**config.mk**
```make
export PLATFORM = sky130hd
export DESIGN_NAME = l0_icache
export DESIGN_NICKNAME = d
export VERILOG_FILES = /design/src/hw/bp_pkg.sv /design/src/hw/l0_icache.sv
export SDC_FILE = /design/constraint.sdc
export NUM_CORES = 2
export LEC_CHECK = 0
export BUFFER_PORTS_ARGS = -buffer_cell sky130_fd_sc_hd__buf_2
export CAP_MARGIN = 40
export CORE_ASPECT_RATIO = 0.7
export CORE_MARGIN = 8
export CORE_UTILIZATION = 50
export CTS_CLUSTER_SIZE = 14
export DETAILED_ROUTE_END_ITERATION = 8
export HOLD_SLACK_MARGIN = 0.02
export PLACE_DENSITY = 0.67
export SETUP_SLACK_MARGIN = 0.4
export SLEW_MARGIN = 0
export SYNTH_ARGS = -nofsm -noshare
export SYNTH_HDL_FRONTEND = slang
export SYNTH_MEMORY_MAX_BITS = 65536
export SYNTH_SLANG_ARGS = --single-unit
```
**constraint.sdc**
```tcl
create_clock -name clk_in -period 57.2 [get_ports clk_in]
set_input_delay 11.44 -clock clk_in [delete_from_list [all_inputs] [get_ports clk_in]]
set_output_delay 11.44 -clock clk_in [all_outputs]
set_load 0.01 [all_outputs]
```
**src/hw/bp_pkg.sv**
```systemverilog
`default_nettype none

package bp_pkg;

  // line and instruction geometry
  localparam int LINE_BYTES  = 64;
  localparam int INSTR_BYTES = 4;
  localparam int PC_W        = 64;

  localparam int LINE_W    = LINE_BYTES * 8;                      // 512 bit line
  localparam int OFF_W     = $clog2(LINE_BYTES);                  // byte offset in a line
  localparam int WORD_W    = $clog2(LINE_BYTES / INSTR_BYTES);    // word index in a line
  localparam int WIN_SLOTS = 4;                                   // instructions per fetch window

  // opcode match values, compared against the top bits of an instruction
  localparam logic [5:0]  OPC_B     = 6'b000101;        // b imm26
  localparam logic [5:0]  OPC_BL    = 6'b100101;        // bl imm26
  localparam logic [10:0] OPC_RET   = 11'b11010110010;  // ret xn
  localparam logic [7:0]  OPC_BCOND = 8'b01010100;      // b.cond imm19

  // what the predecoder found in a window
  typedef enum logic [2:0] {
    BR_NONE,
    BR_B,
    BR_BL,
    BR_RET,
    BR_COND
  } br_kind_e;

  // fetch sequencing
  typedef enum logic [1:0] {
    FS_ISSUE,   // l1 request goes out
    FS_WAIT,    // waiting on the l1 line
    FS_DROP,    // outstanding line is stale, throw it away
    FS_STREAM   // next window comes from l0
  } fetch_state_e;

endpackage

`default_nettype wire

```
**src/hw/l0_icache.sv**
```systemverilog
`timescale 1ns/1ns
`default_nettype none

module l0_icache #(
  parameter int SETS = 8
) (
  input  wire                       clk_in,
  input  wire                       rst_N_in,
  input  wire                       fill_valid,
  input  wire [bp_pkg::PC_W-1:0]    fill_addr,
  input  wire [bp_pkg::LINE_W-1:0]  fill_line,
  input  wire [bp_pkg::PC_W-1:0]    look_addr,
  output logic                      hit,
  output logic [bp_pkg::LINE_W-1:0] line
);

  localparam int IDX_W = $clog2(SETS);
  localparam int TAG_W = bp_pkg::PC_W - bp_pkg::OFF_W - IDX_W;

  logic [bp_pkg::LINE_W-1:0] data [SETS];
  logic [TAG_W-1:0]          tags [SETS];
  logic [SETS-1:0]           valid;

  logic [IDX_W-1:0] fill_idx;
  logic [TAG_W-1:0] fill_tag;
  logic [IDX_W-1:0] look_idx;
  logic [TAG_W-1:0] look_tag;

  // set index sits right above the byte offset
  assign fill_idx = fill_addr[bp_pkg::OFF_W +: IDX_W];
  assign fill_tag = fill_addr[bp_pkg::PC_W-1 -: TAG_W];
  assign look_idx = look_addr[bp_pkg::OFF_W +: IDX_W];
  assign look_tag = look_addr[bp_pkg::PC_W-1 -: TAG_W];

  // lookup is purely combinational
  assign hit  = valid[look_idx] && (tags[look_idx] == look_tag);
  assign line = data[look_idx];  // only meaningful with hit

  always_ff @(posedge clk_in) begin
    if (rst_N_in) begin
      valid <= '0;  // cache starts empty
    end else if (fill_valid) begin
      valid[fill_idx] <= 1'b1;
    end
  end

  // line and tag storage
  always_ff @(posedge clk_in) begin
    if (fill_valid) begin
      data[fill_idx] <= fill_line;  // a fill always replaces the set
      tags[fill_idx] <= fill_tag;
    end
  end

endmodule

`default_nettype wire

```
==> out/qor.txt <==
Post-synth top flop -> edfxtp_1
Ys Warns -> 0
FF+latch count, synth -> 4544
Max VDD drop -> 0.0262 mV
syn_area_per_cell -> 25.2 um^2
io pins -> 1156
DR vias -> 77100
Tightest Hold Check Type -> reg -> reg
Max Freq -> 0.0340 GHz
final setup margin -> 27.79 ns
routability-driven placement congestion ratio -> 0.764
fin util -> 57.8%
commonest cells in the netlist -> 4536 x edfxtp_1, 1095 x mux4_2, 512 x mux2_2
hold_buf cts -> 0
# rows -> 179
Cell Chain, Critical Path -> buf_12, buf_4, buf_4, buf_16, buf_4, buf_4, buf_16, buf_12, buf_12, buf_4, buf_12, mux4_2, mux2_2, buf_2
drt via density -> 5.87
# nets final -> 8838
hpwl dp -> 239 mm
Buf+Inv Stages, Crit Path -> 12
chip height -> 505 um
Rel. slew slack -> 29.6%
Sum Neg Setup Slack -> 0 ns
Setup-failing EPs final -> 0
drt drc -> 0
mapped cell area -> 0.170 mm^2
Fin. Hold Viols -> 0
first-pass GRT wire length -> 566 mm
post-CTS setup buffer count -> 0
port bufs -> 1143
number of synthesized flops with an enable pin -> 4536
1st-pass router iterations -> 6
register area share after synthesis -> 80.0%
pwr dens -> 35.2 mW/mm^2
post-synth top area share -> 79.9%
Crit. End Element -> output port
initial antenna violation count -> 222
Post-DRT Antenna Nets -> 0
Die ar. -> 0.360 mm^2
Area contributors post-synth -> edfxtp_1 80%, mux4_2 14%, mux2_2 3.4%
Num Clock Sinks -> 4544
initial core utilization -> 50.2%
Clock Path Buffers -> 4
Num CTS Buffers -> 423
initial DRC count -> 8051
Reg clk slew, reported paths -> 0.06 ns
largest net degree at the start of global routing -> 137
syn nets -> 7403
DR WL/cell -> 29.8 um
cts repair resizes -> 0
crit-path leading delay family -> buffers and inverters
Crit path required time -> 45.76 ns
startpoint types -> input port
post-place setup slack -> 27.49 ns
Max-cap violations -> 0
status -> finished clean
RSZ-0062 raised after global routing -> false
share of layout cells above drive strength 1 -> 41.0%
Congestion Overflow GR -> 0
Syn Inst Count -> 6760
Worst-Margin Slew -> 1.06 ns
CP Class -> in -> out
H-tree depth -> 5
Final Cycle Share -> 51.4%
fin crit period -> 29.41 ns
area delta synth->final -> 15.2%
Max FO, Critical Path -> 105
clock root buffer master -> clkbuf_16
most used cell, CP -> buf_4
leak pwr -> 0.0634 uW
Clock Skews -> 0 ns
vias in the first global route -> 78400
CP peak stage delay -> 0.70 ns
post-synthesis async set-or-reset flop share -> 0%
count of cell types in the netlist -> 29
top-count cell post-synth -> edfxtp_1
CTS tree -> done
CP max-delay cell -> buf_4
GR Util All Layers -> 21.3%
hold slack final -> 0.473 ns
Final Max Slew Viols -> 0
worst-skew pair later-pin latency -> 0.89 ns
final wirelength -> 392 mm
Synth area leader -> edfxtp_1
CP arrival -> 17.97 ns
Die Width -> 714 um
Core ar. -> 0.340 mm^2
==> cell usage in the layout (no fill, tap or decap), drive strengths merged <==
cell type / instances
buf: 1335
nand4: 5
nor3: 2
nand2: 4
nand2b: 3
o21ai: 30
clkinvlp: 5
or4: 1
mux2i: 94
a221oi: 11
inv: 13
nor4: 11
a22oi: 29
dfxtp: 8
nor2: 33
bufinv: 26
nor2b: 1
xor2: 3
nand3: 2
diode: 84
edfxtp: 4536
clkinv: 206
mux2: 512
xnor2: 53
clkbuf: 518
and2: 1
mux4: 1096
==> routing by layer <==
layer	wire (um)	part of all wire, %	track usage (%)
met1	159000	41	29.4
met2	191000	49	34.3
met3	30700	7.8	5.12
met4	11600	3.0	5.73
met5	497	0.13	0
==> power by group <==
part           internal [uW]  total, uW  leakage (uW)  switching [uW]
sequential              3780       3800        0.0413            23.3
clock                   1490       2680       0.00637            1190
combinational            191        446        0.0158             255
total                   5450       6920        0.0634            1470
==> through the flow <==
step	power [uW]	area (um^2)	instances
after floorplan	4180	170000	6760
after global placement	4300	182000	12200
after detailed placement	4320	183000	12300
after CTS	6980	196000	13100
after global routing	7130	196000	13100
final	6920	196000	13100
==> state kept, by name, summed over array words and instances, names as in the netlist <==
register and flops:
tags 440, valid 8, data 4096
==> final cells by class <==
class / count / area, um^2
Fill cell: 24000 / 143000
Multi-Input combinational cell: 1891 / 32700
Antenna cell: 84 / 210
Tap cell: 4525 / 5660
Clock inverter: 250 / 2060
Clock buffer: 518 / 11000
Timing Repair Buffer: 1335 / 8370
Sequential cell: 4544 / 136000
==> tightest hold or removal path: stages (launching register included) <==
cell	delay, ns
dfxtp_1	0.32
nor2_1	0.05
nor2_1	0.07
==> worst paths after layout <==
path         cells after the start        end  slack (ns)         start
max                             14  line[206]       27.79  look_addr[6]
min                              2   valid[3]        0.47      valid[3]
max reg2reg                      2   valid[4]       56.59      valid[4]
min reg2reg                      2   valid[3]        0.47      valid[3]
==> cells by family (layout without fill, tap and decap cells) <==
| family | Yosys count | after routing | synth area share (%) |
|---|---|---|---|
| multiplexers | 1702 | 1702 | 18.4 |
| buffers and inverters | 325 | 2103 | 0.853 |
| other | 0 | 84 | 0 |
| AO/OA/AOI/OAI | 70 | 70 | 0.272 |
| flip-flops | 4544 | 4544 | 80.0 |
| XOR/XNOR | 56 | 56 | 0.288 |
| AND/OR/NAND/NOR | 63 | 63 | 0.178 |
No activity file was read; power rests on OpenSTA's default activity.
