$ cat src/hw/bp_pkg.sv
`default_nettype none

package bp_pkg;

  // line and instruction geometry
  localparam int LINE_BYTES  = 64;
  localparam int INSTR_BYTES = 4;
  localparam int PC_W        = 64;

  localparam int LINE_W    = LINE_BYTES * 8;                      // 512 bit line
  localparam int OFF_W     = $clog2(LINE_BYTES);                  // byte offset in a line
  localparam int WORD_W    = $clog2(LINE_BYTES / INSTR_BYTES);    // word index in a line
  localparam int WIN_SLOTS = 4;                                   // instructions per fetch window

  // opcode match values, compared against the top bits of an instruction
  localparam logic [5:0]  OPC_B     = 6'b000101;        // b imm26
  localparam logic [5:0]  OPC_BL    = 6'b100101;        // bl imm26
  localparam logic [10:0] OPC_RET   = 11'b11010110010;  // ret xn
  localparam logic [7:0]  OPC_BCOND = 8'b01010100;      // b.cond imm19

  // what the predecoder found in a window
  typedef enum logic [2:0] {
    BR_NONE,
    BR_B,
    BR_BL,
    BR_RET,
    BR_COND
  } br_kind_e;

  // fetch sequencing
  typedef enum logic [1:0] {
    FS_ISSUE,   // l1 request goes out
    FS_WAIT,    // waiting on the l1 line
    FS_DROP,    // outstanding line is stale, throw it away
    FS_STREAM   // next window comes from l0
  } fetch_state_e;

endpackage

`default_nettype wire

$ cat src/hw/return_stack.sv
`timescale 1ns/1ns
`default_nettype none

module return_stack #(
  parameter int DEPTH = 8
) (
  input  wire                     clk_in,
  input  wire                     rst_N_in,
  input  wire                     push,
  input  wire                     pop,
  input  wire [bp_pkg::PC_W-1:0]  push_addr,
  output logic [bp_pkg::PC_W-1:0] top
);

  localparam int PTR_W = $clog2(DEPTH);

  logic [bp_pkg::PC_W-1:0] entries [DEPTH];
  logic [PTR_W-1:0]        ptr;     // points at the current top
  logic [PTR_W-1:0]        ptr_up;
  logic [PTR_W-1:0]        ptr_dn;

  // wrap both ways, overflow just overwrites the oldest entry
  assign ptr_up = (ptr == PTR_W'(DEPTH - 1)) ? '0 : ptr + 1'b1;
  assign ptr_dn = (ptr == '0) ? PTR_W'(DEPTH - 1) : ptr - 1'b1;

  assign top = entries[ptr];

  always_ff @(posedge clk_in) begin
    if (rst_N_in) begin
      ptr <= '0;
      for (int i = 0; i < DEPTH; i++) begin
        entries[i] <= '0;  // empty stack reads back zero
      end
    end else if (push) begin
      entries[ptr_up] <= push_addr;  // write above the old top
      ptr             <= ptr_up;
    end else if (pop) begin
      ptr <= ptr_dn;  // empty pop simply wraps
    end
  end

endmodule

`default_nettype wire

$ cat config.mk
export PLATFORM = sky130hd
export DESIGN_NAME = return_stack
export DESIGN_NICKNAME = d
export VERILOG_FILES = /design/src/hw/bp_pkg.sv /design/src/hw/return_stack.sv
export SDC_FILE = /design/constraint.sdc
export NUM_CORES = 1
export LEC_CHECK = 0
export ABC_AREA = 0
export BUFFER_PORTS_ARGS = -buffer_cell sky130_fd_sc_hd__buf_4
export CAP_MARGIN = 10
export CORE_ASPECT_RATIO = 1.25
export CORE_UTILIZATION = 43
export CTS_CLUSTER_DIAMETER = 50
export CTS_CLUSTER_SIZE = 16
export DETAILED_ROUTE_END_ITERATION = 8
export SYNTH_ARGS = -nofsm -noshare
export SYNTH_HDL_FRONTEND = slang
export SYNTH_SLANG_ARGS = --single-unit
export TNS_END_PERCENT = 20
$ cat constraint.sdc
create_clock -name clk_in -period 3.15 [get_ports clk_in]
set_input_delay 0.315 -clock clk_in [delete_from_list [all_inputs] [get_ports clk_in]]
set_output_delay 0.315 -clock clk_in [all_outputs]
set_load 0.01 [all_outputs]
==> results.toml, run 1 <==
[setup_path]
critical_path_buf_inv_count = 2
crit_family = "multiplexers"
critical_path_arrival_ps = 2630
crit_path_max_incr_delay_ps = 690
worstSetupPathType = "register to output pin"
cp.depth = 4
crit_path_top_delay_cell = "dfxtp_4"
worstPathCellList = "buf_4 -> mux4_2 -> mux2_2 -> buf_4"
critPathRequiredTime_ps = 2830
crit_fanout = 22
reg2regPathDepth = 5
critPathMostFrequentCell = "buf_4"
startpoint_type = "register"
cp-end-kind = "output pin"

[global_route]
grt_usage = 0.221
grt_max_degree = 145
grt-ovfl-total = 0
antenna_found_initial = 4
grt_pass1_wl_mm = 89.4
grt_pass1_vias = 14200

[clock_network]
cts_resized = 0
cts_max_level = 2
cts_buffers = 43
cts_setup_buffers = 0
cts_tree = "done"
cts_root_buffer = "clkbuf_16"
clock_path_buffers = 3
clk_latency_ps = 550
clock-sinks = 518
path_clk_slew_ps = 70
cts_hold_buf = 0

[sta]
setup_violations = 0
grt_setup_unrepaired = "no"
fin_skew_ps = 10.7
slew-limit-headroom = 0.326
finalMaxSlewViolations = 0
finalHoldViolCount = 0
fin_crit_sh = 0.935
setup_tns_ps = 0
hold_ws_ps = 74.9
max_clock_freq_mhz = 340
period_minus_slack_ps = 2940
worst_slew_pin_slew_ps = 1010

[drt]
drt-initial-drc-count = 1098
wl_per_cell_um = 26.4
dr.pass1.iters = 5
wl_met1_mm = 24.1
route.met2.wl_mm = 30.5
num_vias = 13600
drc = 0
routed.top_layer = "met5"
via_per_inst = 5.97
ant_nets = 0
route.met3.wl_mm = 4.20
totalWireLength_mm = 59.9

[die]
ioPinCount = 132
dieWidth_um = 209
start_util = 0.437
fp.coreArea_um2 = 52800
dieArea_um2 = 54600
die_y_um = 261
rows = 94

[synthesis]
ys_seq_area_frac = 0.672
synth_nets = 1546
synth.avg_cell_area_um2 = 15.6
ys_seq_elements = 518
yosysWarnings = 0
synth-edff-count = 512
syn_area_um2 = 23100
synth.area.top_cells = "edfxtp_1 (67%), mux4_2 (13%), and3_1 (7.0%)"
yosysTopAreaCell = "edfxtp_1"
synth_cells = 1474
synthFlopType = "edfxtp_1"
synth_cell_types = 38
synth_top_area_frac = 0.667
async_reset_ff_frac = 0

[hold_path]
whs_path_depth = 2
hp-class = "primary input to register"

[status]
status = "finished clean"

[power]
ir_worst_vdd_mv = 0.393
p_per_area_nw_per_um2 = 624
leakage_uw = 0.0103

[placed_design]
place_congestion = 0.756
dp_hpwl_mm = 33.4
port_buffers = 131

[final_layout]
drive_above_1_share = 0.292
nNetsFinal = 1645
syn2layout_area_growth_pct = 15.5
fillers = 4419

[job]
drv_cap = 0
-- path summary, 6_finish.rpt --
path | from | end | slack [ps]
max | register | top[6] | 210
min | pop | register | 70
max reg2reg | ptr[0] | entries[2][9] | 490
min reg2reg | ptr[1] | register | 740
-- layout make-up --
type | count | area (um^2) | share of cell area
antenna | 1 | 2.50 | 0.0000940
clock buffer | 54 | 1170 | 0.0439
clock inverter | 19 | 289 | 0.0109
inverter | 3 | 11.3 | 0.000423
multi-input combinational | 819 | 7020 | 0.264
sequential | 518 | 15500 | 0.582
tap | 672 | 841 | 0.0316
timing repair buffer | 188 | 1790 | 0.0671
-- metal layers --
metal,vias to the layer above,track usage
met5,-,0
met4,6,0.0572
met3,81,0.0330
met2,558,0.383
met1,7016,0.293
li1,5913,-
-- through the flow --
stage | area [um^2] | utilization | worst slack (ps) | cells | total power (uW)
2_1_floorplan | 23100 | - | -172 | 1474 | 9820
3_3_place_gp | 25200 | 0.476 | 566 | 2200 | 11100
3_5_place_dp | 25200 | 0.476 | 510 | 2200 | 11100
4_1_cts | 26600 | 0.504 | 115 | 2273 | 16700
5_1_grt | 26600 | 0.504 | 61.3 | 2274 | 17100
6_report | 26600 | 0.504 | 206 | 2274 | 16600
-- synth_stat cells (2+ instances only) --
cell / n
dfxtp_1: 6
clkbuf_1: 42
a21oi_1: 3
o21a_1: 2
o21ai_2: 2
buf_6: 11
clkbuf_2: 7
a21o_1: 5
nand3_1: 64
mux2_2: 64
nand2b_1: 3
a31o_2: 2
inv_1: 3
mux4_2: 128
buf_2: 59
o21ai_0: 4
nor2b_1: 4
nand2_1: 2
nor2_1: 259
o22a_1: 2
buf_4: 3
edfxtp_1: 512
buf_1: 12
and3_1: 257
a41o_1: 2
ha_1: 4
-- registers in the layout (all words and copies together), names as in the netlist, named ones only --
| name | count |
|---|---|
| ptr | 3 |
| entries | 512 |
-- layout by cell type (no fill, tap or decap), types with 3 or more instances in the layout --
cell type,Yosys,final
dfxtp_1,6,3
bufinv_16,0,7
mux4_2,128,128
dfxtp_4,0,3
a21o_4,0,4
inv_6,0,3
nand3_1,64,64
mux2_2,64,64
buf_12,0,30
and3_1,257,257
clkinv_2,0,4
a21oi_1,3,3
buf_4,3,158
nand2b_1,3,3
clkbuf_1,42,8
nor2b_1,4,3
edfxtp_1,512,512
nor2_1,259,259
inv_1,3,3
ha_1,4,4
o21ai_0,4,4
clkbuf_16,0,45
-- power by group --
part | switching, uW | internal (uW)
clock network | 2460 | 3220
logic | 1620 | 1100
registers | 156 | 8040
total | 4240 | 12400
-- cell families (layout without fill, tap and decap cells) --
logic type / count (synthesis) / count (layout) / share of synthesized area
adders and majority gates: 4 / 4 / 0.00217
AOI/OAI and AO/OA: 30 / 30 / 0.0100
DFF: 518 / 518 / 0.672
buffers and inverters: 137 / 264 / 0.0300
and+or+nand+nor: 593 / 593 / 0.130
other: 0 / 1 / 0
muxes: 192 / 192 / 0.156
(Power assumes the default switching activity.)
==> run 2, diff against run 1 <==
==> constraint.sdc (replaced) <==
create_clock -name clk_in -period 3.6 [get_ports clk_in]
set_input_delay 0.36 -clock clk_in [delete_from_list [all_inputs] [get_ports clk_in]]
set_output_delay 0.36 -clock clk_in [all_outputs]
set_load 0.01 [all_outputs]
==> run 2 against run 1 <==
  * Total power decreased by 14%
  * Clock-buffer cell count down 5
  * Via count decreased by 0.51%
  * Sequential cell count did not move
  * Sequential power is 12% lower
  * Clock skew grew 17 ps
  * Largest cell class unchanged
==> results.toml, run 2 (synthesized netlist as in run 1, its figures left out) <==
[placed_design]
dp_hpwl_mm = 34.2
port_buffers = 131
place_congestion = 0.745
dp.cells = 2195
post_dp_cell_area_um2 = 25000

[hold_path]
min-delay-start = "pop"
hp-class = "primary input to register"
whs_path_depth = 2

[setup_path]
cp.depth = 4
critical_path_arrival_ps = 2730
crit_fanout = 21
critical_path_buf_inv_count = 2
critPathMostFrequentCell = "buf_4"
startpoint_type = "register"
worstPathCellList = "buf_4 -> mux4_2 -> mux2_2 -> buf_4"
crit_family = "multiplexers"
crit_path_max_incr_delay_ps = 690
cp-end-kind = "output pin"
critPathRequiredTime_ps = 3240
reg2regPathDepth = 7
crit_path_top_delay_cell = "dfxtp_4"
regToRegStartpoint = "ptr[0]"
worstSetupPathType = "register to output pin"

[die]
dieArea_um2 = 54600
dieWidth_um = 209
fp.coreArea_um2 = 52800
die_y_um = 261
ioPinCount = 132
start_util = 0.437
rows = 94

[global_route]
grt_pass1_vias = 14200
grt-ovfl-total = 0
grt_pass1_wl_mm = 91.3
antenna_found_initial = 4
grt_usage = 0.227
grt_max_degree = 189

[sta]
fin_skew_ps = 28.1
period_minus_slack_ps = 3090
max_clock_freq_mhz = 323
setup_tns_ps = 0
grt_setup_unrepaired = "no"
fin_crit_sh = 0.859
setup_violations = 0
worst_slew_pin_slew_ps = 1180
finalMaxSlewViolations = 0
finalHoldViolCount = 0
slew-limit-headroom = 0.213

[final_layout]
nNetsFinal = 1641
syn2layout_area_growth_pct = 14.2
drive_above_1_share = 0.291
mostFrequentLayoutCells = "edfxtp_1 (512), nor2_1 (259), and3_1 (257)"
final_cell_count_no_fill = 2271
multiInputGateArea_um2 = 7020
fillers = 4425
fin_area_um2 = 26300
largest_reg_flops = 512
layout_commonest_cell = "edfxtp_1"
register_area_um2 = 15500
top_regs = "entries (512), ptr (3)"
top_register = "entries"

[clock_network]
clk_latency_ps = 580
clock_path_buffers = 3
cts_max_level = 2
clock-sinks = 518
cts_buffers = 44
cts_setup_buffers = 0
cts_hold_buf = 0
cts_resized = 0
cts_tree = "done"
cts_root_buffer = "clkbuf_16"
path_clk_slew_ps = 60

[job]
drv_cap = 0

[power]
combinationalPowerShare = 0.165
p_clk_frac = 0.328
p_per_area_nw_per_um2 = 539
leakage_uw = 0.0102
power_switching_uw = 3800
p_sw_frac = 0.268
power.total_uw = 14200
seq_power_share = 0.507
ir_worst_vdd_mv = 0.339
p_int_uw = 10400

[status]
status = "finished clean"

[drt]
wl_per_cell_um = 26.9
ant_nets = 0
totalWireLength_mm = 61.2
via_per_inst = 5.95
dr.pass1.iters = 5
drc = 0
num_vias = 13500
drt-initial-drc-count = 1254
-- run 2: changes by cell type in the layout (fill, tap and decap cells not counted), moves of 3 or more --
cell and delta:
bufinv_16 -6, clkinv_8 +3, clkbuf_1 -5, clkinv_2 +5, buf_4 +7, buf_12 -12
-- run 2: final timing paths --
check | to | slack (ps)
min | ptr[0] | 90
max | top[35] | 510
max reg2reg | entries[1][37] | 600
min reg2reg | register | 690
-- run 2: area by class of cell --
class,count,area share
Clock inverter,24,0.00755
Multi-Input combinational cell,819,0.266
Antenna cell,3,0.000285
Clock buffer,49,0.0441
Timing Repair Buffer,183,0.0607
Sequential cell,518,0.589
Inverter,3,0.000427
Tap cell,672,0.0319
-- run 2: metal layers --
metal  vias up  GRT usage  wire length [um]
met2       441      0.406             32200
li1       5906          -                 -
met3        76     0.0297              3220
met4         2     0.0592              1220
met1      7080      0.293             24600
met5         -          0                14
-- run 2: power groups by stage --
stage	clock network, uW	logic (uW)	registers, uW
3_3_place_gp	0	2350	7320
3_5_place_dp	0	2360	7340
6_report	4660	2340	7200
2_1_floorplan	0	1350	7240
4_1_cts	4750	2370	7210
5_1_grt	4940	2470	7240
-- run 2: worst reg2reg max path, stage by stage (launching register included) --
cell     delay, ps
dfxtp_1        590
inv_1          130
ha_1           320
nor2b_1        230
o22ai_4        260
buf_4          270
a31o_4         440
buf_12         370
-- run 2: stage by stage --
stage                     hold slack (ps)  worst slack, ps   util
after floorplan                       522              197      -
after global placement                665              628  0.473
after detailed placement              677              593  0.473
after CTS                            60.0              392  0.499
after global routing                 87.4              342  0.499
final                                89.6              507  0.499
==> run 3, diff against run 2 <==
--- a/config.mk
+++ b/config.mk
@@ -13,6 +13,7 @@
 export CTS_CLUSTER_DIAMETER = 50
 export CTS_CLUSTER_SIZE = 16
 export DETAILED_ROUTE_END_ITERATION = 8
+export GPL_ROUTABILITY_DRIVEN = 0
 export SYNTH_ARGS = -nofsm -noshare
 export SYNTH_HDL_FRONTEND = slang
 export SYNTH_SLANG_ARGS = --single-unit
==> constraint.sdc (replaced) <==
create_clock -name clk_in -period 3.6 [get_ports clk_in]
set_input_delay 0 -clock clk_in [delete_from_list [all_inputs] [get_ports clk_in]]
set_output_delay 0 -clock clk_in [all_outputs]
set_load 0.01 [all_outputs]
==> run 3 against run 2 <==
  * Clock power is 4.9% lower
  * Final cell count is 2.6% higher
  * Clock-buffer cell count is 1 lower
  * Sequential cell count stayed put
  * Die area stayed put
  * Critical path type is now register to register
  * Largest power group unchanged
  * Highest routed layer is now met4
==> results.toml, run 3 (synthesized netlist as in run 1, its figures left out) <==
[setup_path]
crit_path_top_delay_cell = "dfxtp_1"
worstPathCellList = "inv_1 -> ha_1 -> nor2b_1 -> o22ai_4 -> buf_4 -> a31o_4 -> buf_12"
crit_path_max_incr_delay_ps = 600
startpoint_type = "register"
critPathRequiredTime_ps = 3930
crit_fanout = 27
worstSetupPathType = "register to register"
cp-end-kind = "register"
regToRegStartpoint = "ptr[0]"
critPathLaunch = "ptr[0]"
critical_path_arrival_ps = 3290

[drt]
ant_nets = 0
num_vias = 13700
wl_per_cell_um = 26.3
drc = 0
via_per_inst = 5.88
dr.pass1.iters = 5
totalWireLength_mm = 61.2
drt-initial-drc-count = 1081

[global_route]
grt_usage = 0.227
grt_pass1_wl_mm = 91.9
antenna_found_initial = 1
grt_max_degree = 201
grt-ovfl-total = 0
grt_pass1_vias = 14500

[die]
rows = 94
fp.coreArea_um2 = 52800
die_y_um = 261
start_util = 0.437
dieWidth_um = 209
ioPinCount = 132
dieArea_um2 = 54600

[final_layout]
top_regs = "entries (512), ptr (3)"
syn2layout_area_growth_pct = 16.4
drive_above_1_share = 0.276
layout_commonest_cell = "edfxtp_1"
mostFrequentLayoutCells = "edfxtp_1 (512), nor2_1 (259), and3_1 (257)"
top_register = "entries"
nNetsFinal = 1707
largest_reg_flops = 512

[power]
leakage_uw = 0.0104
p_int_uw = 10200
p_per_area_nw_per_um2 = 521
power_switching_uw = 3750
seq_power_share = 0.515
p_clk_frac = 0.316
combinationalPowerShare = 0.169
ir_worst_vdd_mv = 0.340
p_sw_frac = 0.268

[sta]
fin_crit_sh = 0.822
fin_skew_ps = 21.2
period_minus_slack_ps = 2960
grt_setup_unrepaired = "no"
finalMaxSlewViolations = 0
setup_violations = 0
setup_tns_ps = 0
worst_slew_pin_slew_ps = 1120
finalHoldViolCount = 0
hold_ws_ps = 297
slew-limit-headroom = 0.253
max_clock_freq_mhz = 338

[placed_design]
dp_hpwl_mm = 34.0
port_buffers = 131

[hold_path]
hp-class = "primary input to register"
min-delay-start = "push_addr[62]"

[job]
drv_cap = 0

[clock_network]
clock_path_buffers = 3
cts_buffers = 42
cts_max_level = 2
cts_setup_buffers = 0
cts_tree = "done"
cts_root_buffer = "clkbuf_16"
clock-sinks = 518
path_clk_slew_ps = 80
clk_latency_ps = 580

[status]
status = "finished clean"
-- run 3: cell count changes in the layout (fill, tap and decap cells not counted), sizes merged --
cell	change
dlygate4sd3	+68
diode	-2
clkinvlp	+2
inv	+2
clkbuf	-1
clkinv	-10
-- run 3: what timing repair did --
item	in CTS	in global routing
resized for setup	0	0
hold endpoints to repair	518	0
hold buffers	68	0
-- run 3: path summary, 6_finish.rpt --
kind         slack [ps]        endpoint  cells after the start
max                 640  entries[5][34]                      7
min                 300  entries[0][62]                      3
max reg2reg         640  entries[5][34]                      7
min reg2reg         680        register                      3
-- run 3: critical path: cells and delay by family, from the launching register on --
kind | cells | cell delay [ps]
AOI/OAI and AO/OA | 2 | 630
buffers and inverters | 3 | 610
DFF | 1 | 600
and+or+nand+nor | 1 | 520
adders and majority gates | 1 | 320
-- run 3: area by class of cell --
cell class	count	area, um^2
diodes	1	2.50
well taps	672	841
inverters	3	11.3
repair buffers	251	2230
clock inverters	18	158
multi-input cells	819	7020
fillers	4355	26000
clock buffers	48	1080
flip-flops and latches	518	15500
-- run 3: stage by stage --
step	setup WS [ps]	util	area, um^2	total power (uW)	std cells
2_1_floorplan	197	-	23100	8590	1474
3_3_place_gp	698	0.472	24900	9640	2195
3_5_place_dp	675	0.472	24900	9670	2195
4_1_cts	643	0.508	26800	14100	2329
5_1_grt	511	0.508	26800	14400	2330
6_report	640	0.508	26800	14000	2330
-- run 3: routing by layer --
layer | track usage | wire length (um) | vias up
met3 | 0.0283 | 3190 | 87
li1 | - | - | 6003
met4 | 0.0633 | 1280 | 0
met1 | 0.291 | 24300 | 7162
met2 | 0.408 | 32400 | 453
met5 | 0 | 0 | -
-- run 3: power groups by stage --
stage                     logic [uW]  registers [uW]  clock network, uW
after floorplan                 1350            7240                  0
after global placement          2320            7320                  0
after detailed placement        2330            7340                  0
after CTS                       2400            7210               4500
after global routing            2510            7240               4690
final                           2360            7200               4430
